### src/verilog/lsu_pkg.sv
/*
  Widths, memory depth and encodings shared by the LSU subsystem.
  Only word loads and stores exist. Codes 2 and 3 of lsu_op_e are illegal.
*/

package lsu_pkg;

  //--------------------------------------------------------------------
  // Widths
  //--------------------------------------------------------------------

  localparam int DATA_BITS = 32;     // Operands, addresses, data words
  localparam int SEQ_BITS  = 6;      // Reorder sequence number
  localparam int PREG_BITS = 6;      // Physical register tag
  localparam int AREG_BITS = 5;      // Architectural register index

  // Word index taken from byte address bits [9:2]
  localparam int MEM_INDEX_BITS = 8;
  localparam int MEM_WORDS      = 1 << MEM_INDEX_BITS;

  //--------------------------------------------------------------------
  // Encodings
  //--------------------------------------------------------------------

  // Memory micro-op from issue, wide enough to carry an illegal code
  typedef enum logic [1:0] {
    OP_LW = 2'd0,
    OP_SW = 2'd1
  } lsu_op_e;

  // Request kind seen by the data memory
  typedef enum logic {
    MEM_READ  = 1'b0,
    MEM_WRITE = 1'b1
  } mem_op_e;

endpackage

### src/verilog/lsu_response_stage.sv
/*
  Stage 2 of the LSU. Holds the metadata of the one request in flight and
  joins it with the memory response toward writeback in the same cycle.
*/

module lsu_response_stage import lsu_pkg::*; (
  input  logic                 clk,
  input  logic                 rst,
  input  logic                 req_val,
  input  logic                 req_rdy,
  input  logic [DATA_BITS-1:0] s1_pc,
  input  logic  [SEQ_BITS-1:0] s1_seq_num,
  input  logic [AREG_BITS-1:0] s1_waddr,
  input  logic [PREG_BITS-1:0] s1_preg,
  input  logic [PREG_BITS-1:0] s1_ppreg,
  input  logic                 s1_wen,
  input  logic                 resp_val,
  input  logic [DATA_BITS-1:0] resp_data,
  input  logic                 w_rdy,
  output logic                 stage2_rdy,
  output logic                 resp_rdy,
  output logic                 w_val,
  output logic [DATA_BITS-1:0] w_pc,
  output logic  [SEQ_BITS-1:0] w_seq_num,
  output logic [AREG_BITS-1:0] w_waddr,
  output logic [PREG_BITS-1:0] w_preg,
  output logic [PREG_BITS-1:0] w_ppreg,
  output logic                 w_wen,
  output logic [DATA_BITS-1:0] w_wdata
);

  logic s2_val;     // A request is in flight
  logic req_xfer;
  logic w_xfer;

  assign req_xfer = req_val & req_rdy;
  assign w_xfer   = w_val & w_rdy;

  always_ff @(posedge clk) begin
    if (rst)
      s2_val <= 1'b0;
    else if (req_xfer)
      s2_val <= 1'b1;
    else if (w_xfer)
      s2_val <= 1'b0;
  end

  // Metadata of the accepted request, read out directly as writeback
  always_ff @(posedge clk) begin
    if (req_xfer) begin
      w_pc      <= s1_pc;
      w_seq_num <= s1_seq_num;
      w_waddr   <= s1_waddr;
      w_preg    <= s1_preg;
      w_ppreg   <= s1_ppreg;
      w_wen     <= s1_wen;
    end
  end

  //--------------------------------------------------------------------
  // Response join
  //--------------------------------------------------------------------

  assign w_val      = s2_val & resp_val;
  assign resp_rdy   = s2_val & w_rdy;
  assign w_wdata    = resp_data;         // Zero for stores
  assign stage2_rdy = !s2_val | w_xfer;  // Free now or drained this cycle

  // Memory never answers a request whose metadata is not held here
  a_resp_has_meta: assert property (@(posedge clk) disable iff (rst)
    resp_val |-> s2_val);

endmodule

### config.mk
export PLATFORM = sky130hd
export DESIGN_NAME = lsu_response_stage
export DESIGN_NICKNAME = d
export VERILOG_FILES = /design/src/verilog/lsu_pkg.sv /design/src/verilog/lsu_response_stage.sv
export SDC_FILE = /design/constraint.sdc
export NUM_CORES = 1
export LEC_CHECK = 0
export BUFFER_PORTS_ARGS = -buffer_cell sky130_fd_sc_hd__buf_2
export CAP_MARGIN = 20
export CORE_UTILIZATION = 25
export CTS_CLUSTER_SIZE = 8
export DETAILED_ROUTE_END_ITERATION = 8
export SYNTH_ARGS = -nofsm -noshare
export SYNTH_HDL_FRONTEND = slang
export SYNTH_SLANG_ARGS = --single-unit
### constraint.sdc
create_clock -name clk -period 4.2 [get_ports clk]
set_input_delay 0.21 -clock clk [delete_from_list [all_inputs] [get_ports clk]]
set_output_delay 0.21 -clock clk [all_outputs]
set_load 0.05 [all_outputs]
==> qor.yml <==
drc: 0
multi_input_comb_area_sq_um: 43.8
max_slew.worst_pin.slew_ns: 0.525
wl_per_cell_um: 13.5
hp-class: "input port to flip-flop"
max_slew_margin_pct: 65.0
worst-endpoint-required_ns: 3.99
nNetsFinal: 289
async_reset_ff_share_pct: 0
max_stage_delay_ns: 0.34
skew_ns: 0
hold_path_depth: 2
final.fill_count: 750
cap_violations: 0
viasPerCell: 3.70
slew_viol_final: 0
grt_pass1_wl_mm: 5.66
clk_pin_slew_ns: 0.06
synth_nets: 189
grt_pass1_vias: 1002
ys.flop_type: "edfxtp_1"
grt_max_degree: 57
synth_edf_count: 56
arrival_ns: 1.09
clk_latency_ns: 0.32
cp_num_buf_inv: 1
die_area_sq_um: 8320
io_pins: 185
setup_slack_ns: 2.90
finalPower_uw: 1350
cts_made_buffers: 9
ys_seq_area_share_pct: 85.5
cellPowerDensity_nw_per_um2: 502
rsz0062_at_grt: "no"
antenna_found_initial: 2
synth_top_cells_by_area: "edfxtp_1 (85%), buf_4 (12%), dfxtp_1 (1.0%), a21bo_4 (0.82%), and2_2 (0.75%)"
fin_area_sq_um: 2680
synthesis.instances: 95
register_area_sq_um: 1700
synth_cell_type_count: 8
period_needed_ns: 1.30
avgSynthCellArea_sq_um: 20.9
cts_root_buffer: "clkbuf_8"
ant_nets: 0
ys_warn_count: 0
status: "complete, no violations"
fmax_mhz: 767
overflow: 0
r2r_cells: 2
crit_slowest_cell: "dfxtp_1"
cp-end-kind: "output pin"
cts_buffer_depth: 2
cts.repair.resized: 0
ys_seq_elements: 57
start_kind: "flip-flop"
syn_area_sq_um: 1990
rows: 32
hold_viol_final: 0
placement.io_buffers: 120
fin_crit_sh_pct: 31.0
crit_path_max_fanout: 3
clock-sinks: 57
vias: 1125
setup_viol: 0
first_pass_iters: 4
post_cts_hold_buffer_count: 0
start_util_pct: 25.7
drt_iter0_drc: 71
drive_gt1_share_pct: 68.5
grtUsageTotal_pct: 9.85
fin_tns_setup_ns: 0
gp_congestion: 0.660
synth_top_area_share_pct: 84.5
peakVddDrop_mv: 0.134
crit_cells: 2
coreArea_sq_um: 7730
cts_setup_buffers: 0
die_h_um: 91.2
worstSetupPathType: "flip-flop to output pin"
h-tree-depth: 3
pre_cts_slack_ns: 2.56
yosysMostFrequentCell: "edfxtp_1"
total_leakage_power_uw: 0.00113
die_x_um: 91.2
yosys-top-cells-count: "edfxtp_1 (56), buf_4 (32), and2_2 (2)"
placed_cell_area_sq_um: 2480
path_cells: "a21bo_4, buf_2"
area_growth_pct: 34.7
drt-total-wl_mm: 4.11
synth_top_area_cell: "edfxtp_1"
crit_family: "flip-flops"
cts_tree: "built"
[metrics by stage]
stage | std cells | util (%) | hold WS, ns
after floorplan | 95 | - | 0.272
after global placement | 285 | 32.1 | 0.373
after detailed placement | 285 | 32.1 | 0.375
after CTS | 301 | 34.4 | 0.0179
after global routing | 303 | 34.7 | 0.0253
final | 304 | 34.7 | 0.0411
[area by class of cell]
cell class	instances	area share, %
sequential	57	63.5
clock inverter	5	1.73
tap	102	4.76
inverter	1	0.140
clock buffer	11	4.90
antenna	2	0.187
timing repair buffer	121	23.2
multi-input combinational	5	1.63
[metal layers]
layer / part of all wire, % / routed length [um] / up-vias / GRT usage [%]
li1: - / - / 519 / -
met1: 35 / 1450 / 492 / 9.97
met2: 47 / 1910 / 104 / 14.1
met3: 16 / 647 / 10 / 7.54
met4: 2.3 / 96 / 0 / 6.22
met5: 0 / 0 / - / 0
[state kept, by name, indices dropped and copies added, names as in the netlist]
name and count:
w_pc 32, w_seq_num 6, s2_val 1, w_preg 6, w_wen 1, w_ppreg 6
w_waddr 5
[path summary, 6_finish.rpt]
| path | start | end | slack [ns] |
|---|---|---|---|
| hold reg to reg | s2_val | s2_val | 0.58 |
| hold / removal | rst | s2_val | 0.04 |
| setup / recovery | s2_val | stage2_rdy | 2.90 |
| setup reg to reg | s2_val | s2_val | 3.46 |
[report_power, final]
| group | leakage [uW] | internal (uW) | total (uW) | switching (uW) |
|---|---|---|---|---|
| sequential | 0.000534 | 667 | 675 | 7.90 |
| combinational | 0.000505 | 47.7 | 212 | 164 |
| clock | 0.0000898 | 267 | 458 | 191 |
[cells by family after synthesis]
group           Yosys count  share of synthesized area (%)
simple gates              3                          0.943
compound gates            2                           1.26
buf+inv                  33                           12.3
flops                    57                           85.5
[placed cells by master, fill, tap and decap left out, drive strengths merged]
master,netlist,final
clkinv,0,4
a21bo,1,1
inv,1,1
a21oi,1,1
buf,32,121
edfxtp,56,56
dfxtp,1,1
clkbuf,0,11
nand2,1,1
and2,2,2
bufinv,0,1
diode,0,2
No activity file was read; power rests on OpenSTA's default activity.
