## src/verilog/lsu_pkg.sv

```systemverilog
/*
  Widths, memory depth and encodings shared by the LSU subsystem.
  Only word loads and stores exist. Codes 2 and 3 of lsu_op_e are illegal.
*/

package lsu_pkg;

  //--------------------------------------------------------------------
  // Widths
  //--------------------------------------------------------------------

  localparam int DATA_BITS = 32;     // Operands, addresses, data words
  localparam int SEQ_BITS  = 6;      // Reorder sequence number
  localparam int PREG_BITS = 6;      // Physical register tag
  localparam int AREG_BITS = 5;      // Architectural register index

  // Word index taken from byte address bits [9:2]
  localparam int MEM_INDEX_BITS = 8;
  localparam int MEM_WORDS      = 1 << MEM_INDEX_BITS;

  //--------------------------------------------------------------------
  // Encodings
  //--------------------------------------------------------------------

  // Memory micro-op from issue, wide enough to carry an illegal code
  typedef enum logic [1:0] {
    OP_LW = 2'd0,
    OP_SW = 2'd1
  } lsu_op_e;

  // Request kind seen by the data memory
  typedef enum logic {
    MEM_READ  = 1'b0,
    MEM_WRITE = 1'b1
  } mem_op_e;

endpackage

```

## src/verilog/lsu_request_stage.sv

```systemverilog
/*
  Stage 1 of the LSU. Holds one micro-op and issues its memory request.
  The request only goes out when stage 2 has a free slot for the metadata.
*/

module lsu_request_stage import lsu_pkg::*; (
  input  logic                 clk,
  input  logic                 rst,
  input  logic                 d_val,
  input  logic [DATA_BITS-1:0] d_pc,
  input  logic  [SEQ_BITS-1:0] d_seq_num,
  input  logic [DATA_BITS-1:0] d_op1,
  input  logic [DATA_BITS-1:0] d_op2,
  input  logic [DATA_BITS-1:0] d_store_data,
  input  logic [AREG_BITS-1:0] d_waddr,
  input  logic [PREG_BITS-1:0] d_preg,
  input  logic [PREG_BITS-1:0] d_ppreg,
  input  lsu_op_e              d_uop,
  input  logic                 req_rdy,
  input  logic                 stage2_rdy,
  output logic                 d_rdy,
  output logic                 req_val,
  output mem_op_e              req_op,
  output logic [DATA_BITS-1:0] req_addr,
  output logic [DATA_BITS-1:0] req_data,
  output logic [DATA_BITS-1:0] s1_pc,
  output logic  [SEQ_BITS-1:0] s1_seq_num,
  output logic [AREG_BITS-1:0] s1_waddr,
  output logic [PREG_BITS-1:0] s1_preg,
  output logic [PREG_BITS-1:0] s1_ppreg,
  output logic                 s1_wen
);

  logic                 s1_val;   // Stage holds a micro-op
  logic [DATA_BITS-1:0] s1_op1;
  logic [DATA_BITS-1:0] s1_op2;
  logic [DATA_BITS-1:0] s1_data;  // Store data
  lsu_op_e              s1_uop;
  logic                 d_xfer;
  logic                 req_xfer;

  assign d_xfer   = d_val & d_rdy;
  assign req_xfer = req_val & req_rdy;

  //--------------------------------------------------------------------
  // Micro-op register
  //--------------------------------------------------------------------

  always_ff @(posedge clk) begin
    if (rst)
      s1_val <= 1'b0;
    else if (d_xfer)
      s1_val <= 1'b1;       // Refill wins over drain in the same cycle
    else if (req_xfer)
      s1_val <= 1'b0;
  end

  always_ff @(posedge clk) begin
    if (d_xfer) begin
      s1_pc      <= d_pc;
      s1_seq_num <= d_seq_num;
      s1_op1     <= d_op1;
      s1_op2     <= d_op2;
      s1_data    <= d_store_data;
      s1_waddr   <= d_waddr;
      s1_preg    <= d_preg;
      s1_ppreg   <= d_ppreg;
      s1_uop     <= d_uop;
    end
  end

  //--------------------------------------------------------------------
  // Memory request
  //--------------------------------------------------------------------

  always_comb begin
    case (s1_uop)
      OP_LW:   req_op = MEM_READ;
      OP_SW:   req_op = MEM_WRITE;
      default: req_op = MEM_READ;   // Illegal code, caught below
    endcase
  end

  assign req_addr = s1_op1 + s1_op2;     // Byte address
  assign req_data = s1_data;
  assign req_val  = s1_val & stage2_rdy; // Metadata needs a slot first
  assign s1_wen   = (s1_uop == OP_LW);   // Only loads write a register
  assign d_rdy    = !s1_val | req_xfer;  // Empty or emptying now

  // Issue side must only ever deliver a load or a store
  a_legal_uop: assert property (@(posedge clk) disable iff (rst)
    s1_val |-> (s1_uop inside {OP_LW, OP_SW}));

endmodule

```

## config.mk

```make
export PLATFORM = sky130hd
export DESIGN_NAME = lsu_request_stage
export DESIGN_NICKNAME = d
export VERILOG_FILES = /design/src/verilog/lsu_pkg.sv /design/src/verilog/lsu_request_stage.sv
export SDC_FILE = /design/constraint.sdc
export NUM_CORES = 1
export LEC_CHECK = 0
export BUFFER_PORTS_ARGS = -buffer_cell sky130_fd_sc_hd__buf_4
export CORE_ASPECT_RATIO = 0.75
export CORE_MARGIN = 10
export CORE_UTILIZATION = 45
export CTS_CLUSTER_DIAMETER = 80
export DETAILED_ROUTE_END_ITERATION = 12
export PLACE_DENSITY = 0.77
export SYNTH_ARGS = -nofsm -noshare
export SYNTH_HDL_FRONTEND = slang
export SYNTH_SLANG_ARGS = --single-unit
export TNS_END_PERCENT = 100
```

## constraint.sdc

```tcl
create_clock -name clk -period 6 [get_ports clk]
set_input_delay 1.2 -clock clk [delete_from_list [all_inputs] [get_ports clk]]
set_output_delay 1.2 -clock clk [all_outputs]
set_load 0.02 [all_outputs]
```

==> flow_metrics.tcl, run 1 <==
set metrics [dict create \
    ys.flop_type "edfxtp_1" \
    wirelength_mm 19.2 \
    worstHoldPathType "reg2reg" \
    critPathArrivalTime_ns 3.08 \
    placedCellCount 862 \
    crit_type "reg2out" \
    vdd_drop_max_mv 0.203 \
    clk_latency_ns 0.42 \
    crit_path_start_kind "flop" \
    yosysMostFrequentCell "edfxtp_1" \
    clkSinkCount 154 \
    cts_tree "done" \
    utilization_pct 66.8 \
    grt_pass1_wl_mm 28.7 \
    fin_area_um2 9250 \
    hold_end "s1_val" \
    syn-num-nets 602 \
    maxCapViolations 0 \
    rrSetupSlack_ns 3.63 \
    status "completed" \
    fmax_ghz 0.234 \
    setup_viol 0 \
    syn_inst 412 \
    ant_nets 0 \
    numCtsBuffers 17 \
    yosys.area.top_type_share_pct 71.8 \
    yosys-top-cells-count "edfxtp_1 (153), ha_1 (31), a21oi_1 (30)" \
    wl_met1_mm 6.87 \
    powerDensity_nw_per_um2 310 \
    hpwl_mm 15.2 \
    cts_resized 0 \
    fin_crit_sh_pct 71.3 \
    max_stage_delay_ns 0.41 \
    cp.required_ns 4.80 \
    vias 4588 \
    clock_skew_ns 0.00839 \
    fillers 993 \
    synth-edff-count 153 \
    grt-ovfl-total 0 \
    path_max_fanout 3 \
    die_area_um2 19400 \
    postCtsSetupRepairBufs 0 \
    die_w_um 158 \
    r2r_end "s1_pc[9]" \
    netlist_area_um2 6400 \
    diodes 0 \
    setup_tns_ns 0 \
    path_clk_slew_ns 0.07 \
    postPlaceCellArea_um2 8710 \
    final_cells 894 \
    cts_max_level 4 \
    r2r_cells 4 \
    endpoint_kind "primary output" \
    first_pass_iters 4 \
    wl_met2_mm 10.0 \
    rsz0062_at_grt "no" \
    cts_root_buf "clkbuf_16" \
    path_buf_inv 1 \
    initial_core_util_pct 46.2 \
    yosys-top-cells-area "edfxtp_1 (72%), ha_1 (6.1%), a21oi_1 (2.3%)" \
    grt_pass1_vias 4915 \
    max-slew-margin-rel_pct 31.5 \
    drt-vias-per-instance 5.13 \
    nNetsFinal 896 \
    io_pins 281 \
    first_iter_violations 272 \
    async_flop_share_pct 0 \
    routed-wl-met3_mm 1.97 \
    timing.rr.start "s1_val" \
    highest_layer "met4" \
    synth_top_cell_by_area "edfxtp_1" \
    gp_congestion 0.849 \
    p_leak_nw 3.91 \
    ctsHoldBuffers 0 \
    ys_seq_elements 154 \
    io_buffers 280 \
    crit_path_frequent_cell "a21oi_2" \
    synth_warnings 0 \
    chipHeight_um 123 \
    grt_max_degree 80 \
    worstHoldPathCells 3 \
    area_delta_synth_final_pct 44.5 \
    syn_area_per_cell_um2 15.5 \
    yosysUniqueCellTypes 44 \
    period_minus_slack_ns 4.28 \
    post_drt_wl_per_cell_um 21.4 \
    worst_hold_slack_ns 0.642 \
    synth-seq-area-share_pct 72.1 \
    finalHoldViolCount 0 \
    drive_above_1_share_pct 45.3 \
    tightest_slew_ns 1.03 \
    slowest_stage "fa_1" \
    core_area_um2 13800 \
    std_cell_rows 37 \
    path_cells "ha_1 > fa_1 > a21oi_1 > o221ai_2 > a21oi_2 > nor2b_2 > a311o_1 > a21oi_2 > xnor2_1 > buf_4" \
    clockBufferDepth 2 \
    hold_start "s1_val" \
    antenna_found_initial 0 \
    slew_violations 0 \
    drc 0 \
    path_delay_family "compound AO/OA/AOI/OAI gates" \
    track_usage_pct 19.7 \
]
==> routing by layer <==
layer,vias up,GRT usage [%]
met2,195,33.8
met1,2197,20.9
met4,0,6.24
met3,20,9.85
li1,2176,-
met5,-,0
==> power breakdown <==
group          internal, mW  total [mW]  switching, mW
sequential             1.26        1.28         0.0202
combinational         0.260       0.599          0.339
clock                 0.536       0.989          0.452
==> tightest hold or removal path: cells and delay by family, from the launching register on <==
| kind | cells | cell delay (ns) |
|---|---|---|
| flops | 1 | 0.31 |
| simple gates | 3 | 0.29 |
==> state kept, by name, indices dropped and copies added, names as in the netlist <==
| name | cells |
|---|---|
| s1_seq_num | 6 |
| s1_val | 1 |
| s1_ppreg | 6 |
| s1_op2 | 32 |
| s1_op1 | 32 |
| s1_waddr | 5 |
| s1_pc | 32 |
| s1_uop | 2 |
| s1_preg | 6 |
| req_data | 32 |
==> cell usage in the layout (no fill, tap or decap), drive strengths merged, types with 6 or more instances in the layout <==
cell type / Yosys / layout
xnor2: 15 / 15
nand2: 28 / 28
ha: 31 / 31
inv: 10 / 17
clkinv: 0 / 7
a21oi: 35 / 35
and2: 8 / 8
nand4: 6 / 6
edfxtp: 153 / 153
xor2: 15 / 15
nand3: 9 / 9
buf: 3 / 282
a21o: 16 / 16
clkbuf: 4 / 17
nor2: 14 / 14
o21ai: 21 / 21
==> kinds of logic after synthesis <==
family          count (synthesis)  share of synthesized area, %
xor+xnor                       30                          4.11
compound gates                 96                          9.99
buf+inv                        17                          1.06
flops                         154                          72.1
fa+ha+maj                      32                          6.37
simple gates                   83                          6.37
==> stage by stage <==
step           worst slack, ns  power [mW]
2_1_floorplan            0.369        1.63
3_3_place_gp              2.28        1.89
3_5_place_dp              2.22        1.90
4_1_cts                   1.72        2.89
5_1_grt                   1.57        2.98
6_report                  1.72        2.87
==> area by class of cell <==
class	instances	area, um^2	share of cell area (%)
tap	175	219	2.37
inverter	10	37.5	0.406
clock buffer	17	425	4.60
timing repair buffer	282	2120	22.9
clock inverter	15	115	1.24
multi-input combinational	241	1720	18.6
sequential	154	4610	49.9
==> worst max-delay path by stage <==
stage	slack, ns	startpoint	to	cells past startpoint
after detailed placement	2.22	s1_op1[0]	req_addr[18]	10
final	1.72	s1_op1[0]	req_addr[18]	10
after floorplan	0.37	req_rdy	req_data[0]	4
after global routing	1.57	s1_op1[0]	req_addr[18]	10
after CTS	1.72	s1_op1[0]	req_addr[18]	10
after global placement	2.28	s1_op1[0]	req_addr[18]	10
(Power assumes the default switching activity.)
==> run 2: changes to the inputs <==
--- a/config.mk
+++ b/config.mk
@@ -8,7 +8,7 @@
 export BUFFER_PORTS_ARGS = -buffer_cell sky130_fd_sc_hd__buf_4
 export CORE_ASPECT_RATIO = 0.75
 export CORE_MARGIN = 10
-export CORE_UTILIZATION = 45
+export CORE_UTILIZATION = 43
 export CTS_CLUSTER_DIAMETER = 80
 export DETAILED_ROUTE_END_ITERATION = 12
 export PLACE_DENSITY = 0.77
==> constraint.sdc (replaced) <==
create_clock -name clk -period 3.7 [get_ports clk]
set_input_delay 0.74 -clock clk [delete_from_list [all_inputs] [get_ports clk]]
set_output_delay 0.74 -clock clk [all_outputs]
set_load 0.02 [all_outputs]
==> flow_metrics.tcl, run 2 (synthesized netlist as in run 1, its figures left out) <==
set metrics [dict create \
    worstHoldPathType "in2reg" \
    vdd_drop_max_mv 0.307 \
    path_max_fanout 3 \
    clkSinkCount 154 \
    antenna_found_initial 1 \
    multiInputGateArea_um2 1760 \
    highest_layer "met5" \
    drc 0 \
    powerDensity_nw_per_um2 510 \
    area_delta_synth_final_pct 47.4 \
    chipHeight_um 126 \
    grt_pass1_wl_mm 28.6 \
    fillers 1042 \
    die_w_um 161 \
    seqCellArea_um2 4610 \
    initial_core_util_pct 44.1 \
    wirelength_mm 19.0 \
    core_area_um2 14500 \
    mostFrequentLayoutCells "buf_4 (286), edfxtp_1 (153), a21oi_1 (29), ha_1 (29), nand2_1 (28)" \
    crit_path_frequent_cell "a21oi_2" \
    critPathArrivalTime_ns 2.81 \
    finalHoldViolCount 0 \
    die_area_um2 20200 \
    ctsHoldBuffers 0 \
    grt-ovfl-total 0 \
    diodes 0 \
    gp_congestion 0.871 \
    cts_tree "done" \
    io_buffers 280 \
    path_cells "ha_2 > fa_2 > a21oi_2 > o221ai_2 > a21oi_2 > nor2b_2 > a311o_1 > a21oi_2 > xnor2_1 > buf_4" \
    first_iter_violations 292 \
    cts_max_level 4 \
    wl_met1_mm 7.01 \
    routed-wl-met3_mm 1.88 \
    slew_violations 0 \
    grt_pass1_vias 4872 \
    period_minus_slack_ns 3.55 \
    maxCapViolations 0 \
    std_cell_rows 38 \
    drive_above_1_share_pct 46.8 \
    setup_viol 0 \
    cp.required_ns 2.96 \
    clock_skew_ns 0.00804 \
    status "completed" \
    clockBufferDepth 2 \
    p_leak_nw 3.96 \
    final_common_cell "buf_4" \
    cts_root_buf "clkbuf_16" \
    fin_crit_sh_pct 95.9 \
    post_drt_wl_per_cell_um 20.6 \
    max-slew-margin-rel_pct 59.5 \
    drt-vias-per-instance 4.96 \
    setup_tns_ns 0 \
    crit_path_start_kind "flop" \
    endpoint_kind "primary output" \
    max_stage_delay_ns 0.37 \
    tightest_slew_ns 0.608 \
    first_pass_iters 5 \
    slowest_stage "edfxtp_1" \
    path_buf_inv 1 \
    path_clk_slew_ns 0.07 \
    path_delay_family "compound AO/OA/AOI/OAI gates" \
    nNetsFinal 902 \
    worst_hold_slack_ns 0.452 \
    hpwl_mm 15.1 \
    io_pins 281 \
    vias 4591 \
    track_usage_pct 18.4 \
    crit_type "reg2out" \
    clk_latency_ns 0.43 \
    wl_met2_mm 9.87 \
    numCtsBuffers 17 \
    fmax_ghz 0.282 \
    grt_max_degree 52 \
    ant_nets 0 \
]
## run 2: final timing paths
path,slack [ns],endpoint,from,depth (start not counted)
max,0.15,req_addr[18],s1_op1[0],10
min reg2reg,0.61,s1_val,s1_val,3
min,0.45,s1_val,rst,2
max reg2reg,1.81,s1_op2[25],s1_val,4
## run 2: power by group
| part | total (mW) | switching, mW | internal [mW] |
|---|---|---|---|
| clock | 1.74 | 0.728 | 1.02 |
| sequential | 2.08 | 0.0341 | 2.05 |
| combinational | 0.986 | 0.548 | 0.438 |
## run 2: per-stage QoR
| step | instances | instance area [um^2] | util (%) | power (mW) | setup WS, ns |
|---|---|---|---|---|---|
| 2_1_floorplan | 412 | 6400 | - | 2.63 | 0.239 |
| 4_1_cts | 921 | 9370 | 64.6 | 4.84 | 0.00342 |
| 6_report | 925 | 9440 | 65.1 | 4.81 | 0.153 |
| 3_5_place_dp | 888 | 8770 | 60.5 | 3.09 | 0.410 |
| 3_3_place_gp | 888 | 8770 | 60.5 | 3.07 | 0.439 |
| 5_1_grt | 925 | 9440 | 65.1 | 4.99 | -0.0301 |
## run 2: final cells by class
class,instances,share of cell area (%)
sequential,154,48.9
clock buffer,19,4.59
inverter,10,0.398
multi-input combinational,241,18.6
timing repair buffer,288,23.2
tap,200,2.65
clock inverter,13,1.67
## run 2: layer usage
metal,vias up,global-route usage (%)
li1,2190,-
met1,2169,19.5
met2,203,31.7
met3,27,9.31
met4,2,5.71
met5,-,0
## run 2: worst register-to-register path: stages, from the launching register on
cell	delay [ns]
dfxtp_1	0.30
and2_1	0.15
inv_1	0.08
and2_4	0.54
buf_4	0.46
## run 2: repair_timing
| item | in CTS | in global routing |
|---|---|---|
| pin swaps | 2 | 5 |
| setup buffers | 1 | 4 |
| resized for setup | 1 | 6 |
| endpoints found under the setup margin | 3 | 11 |
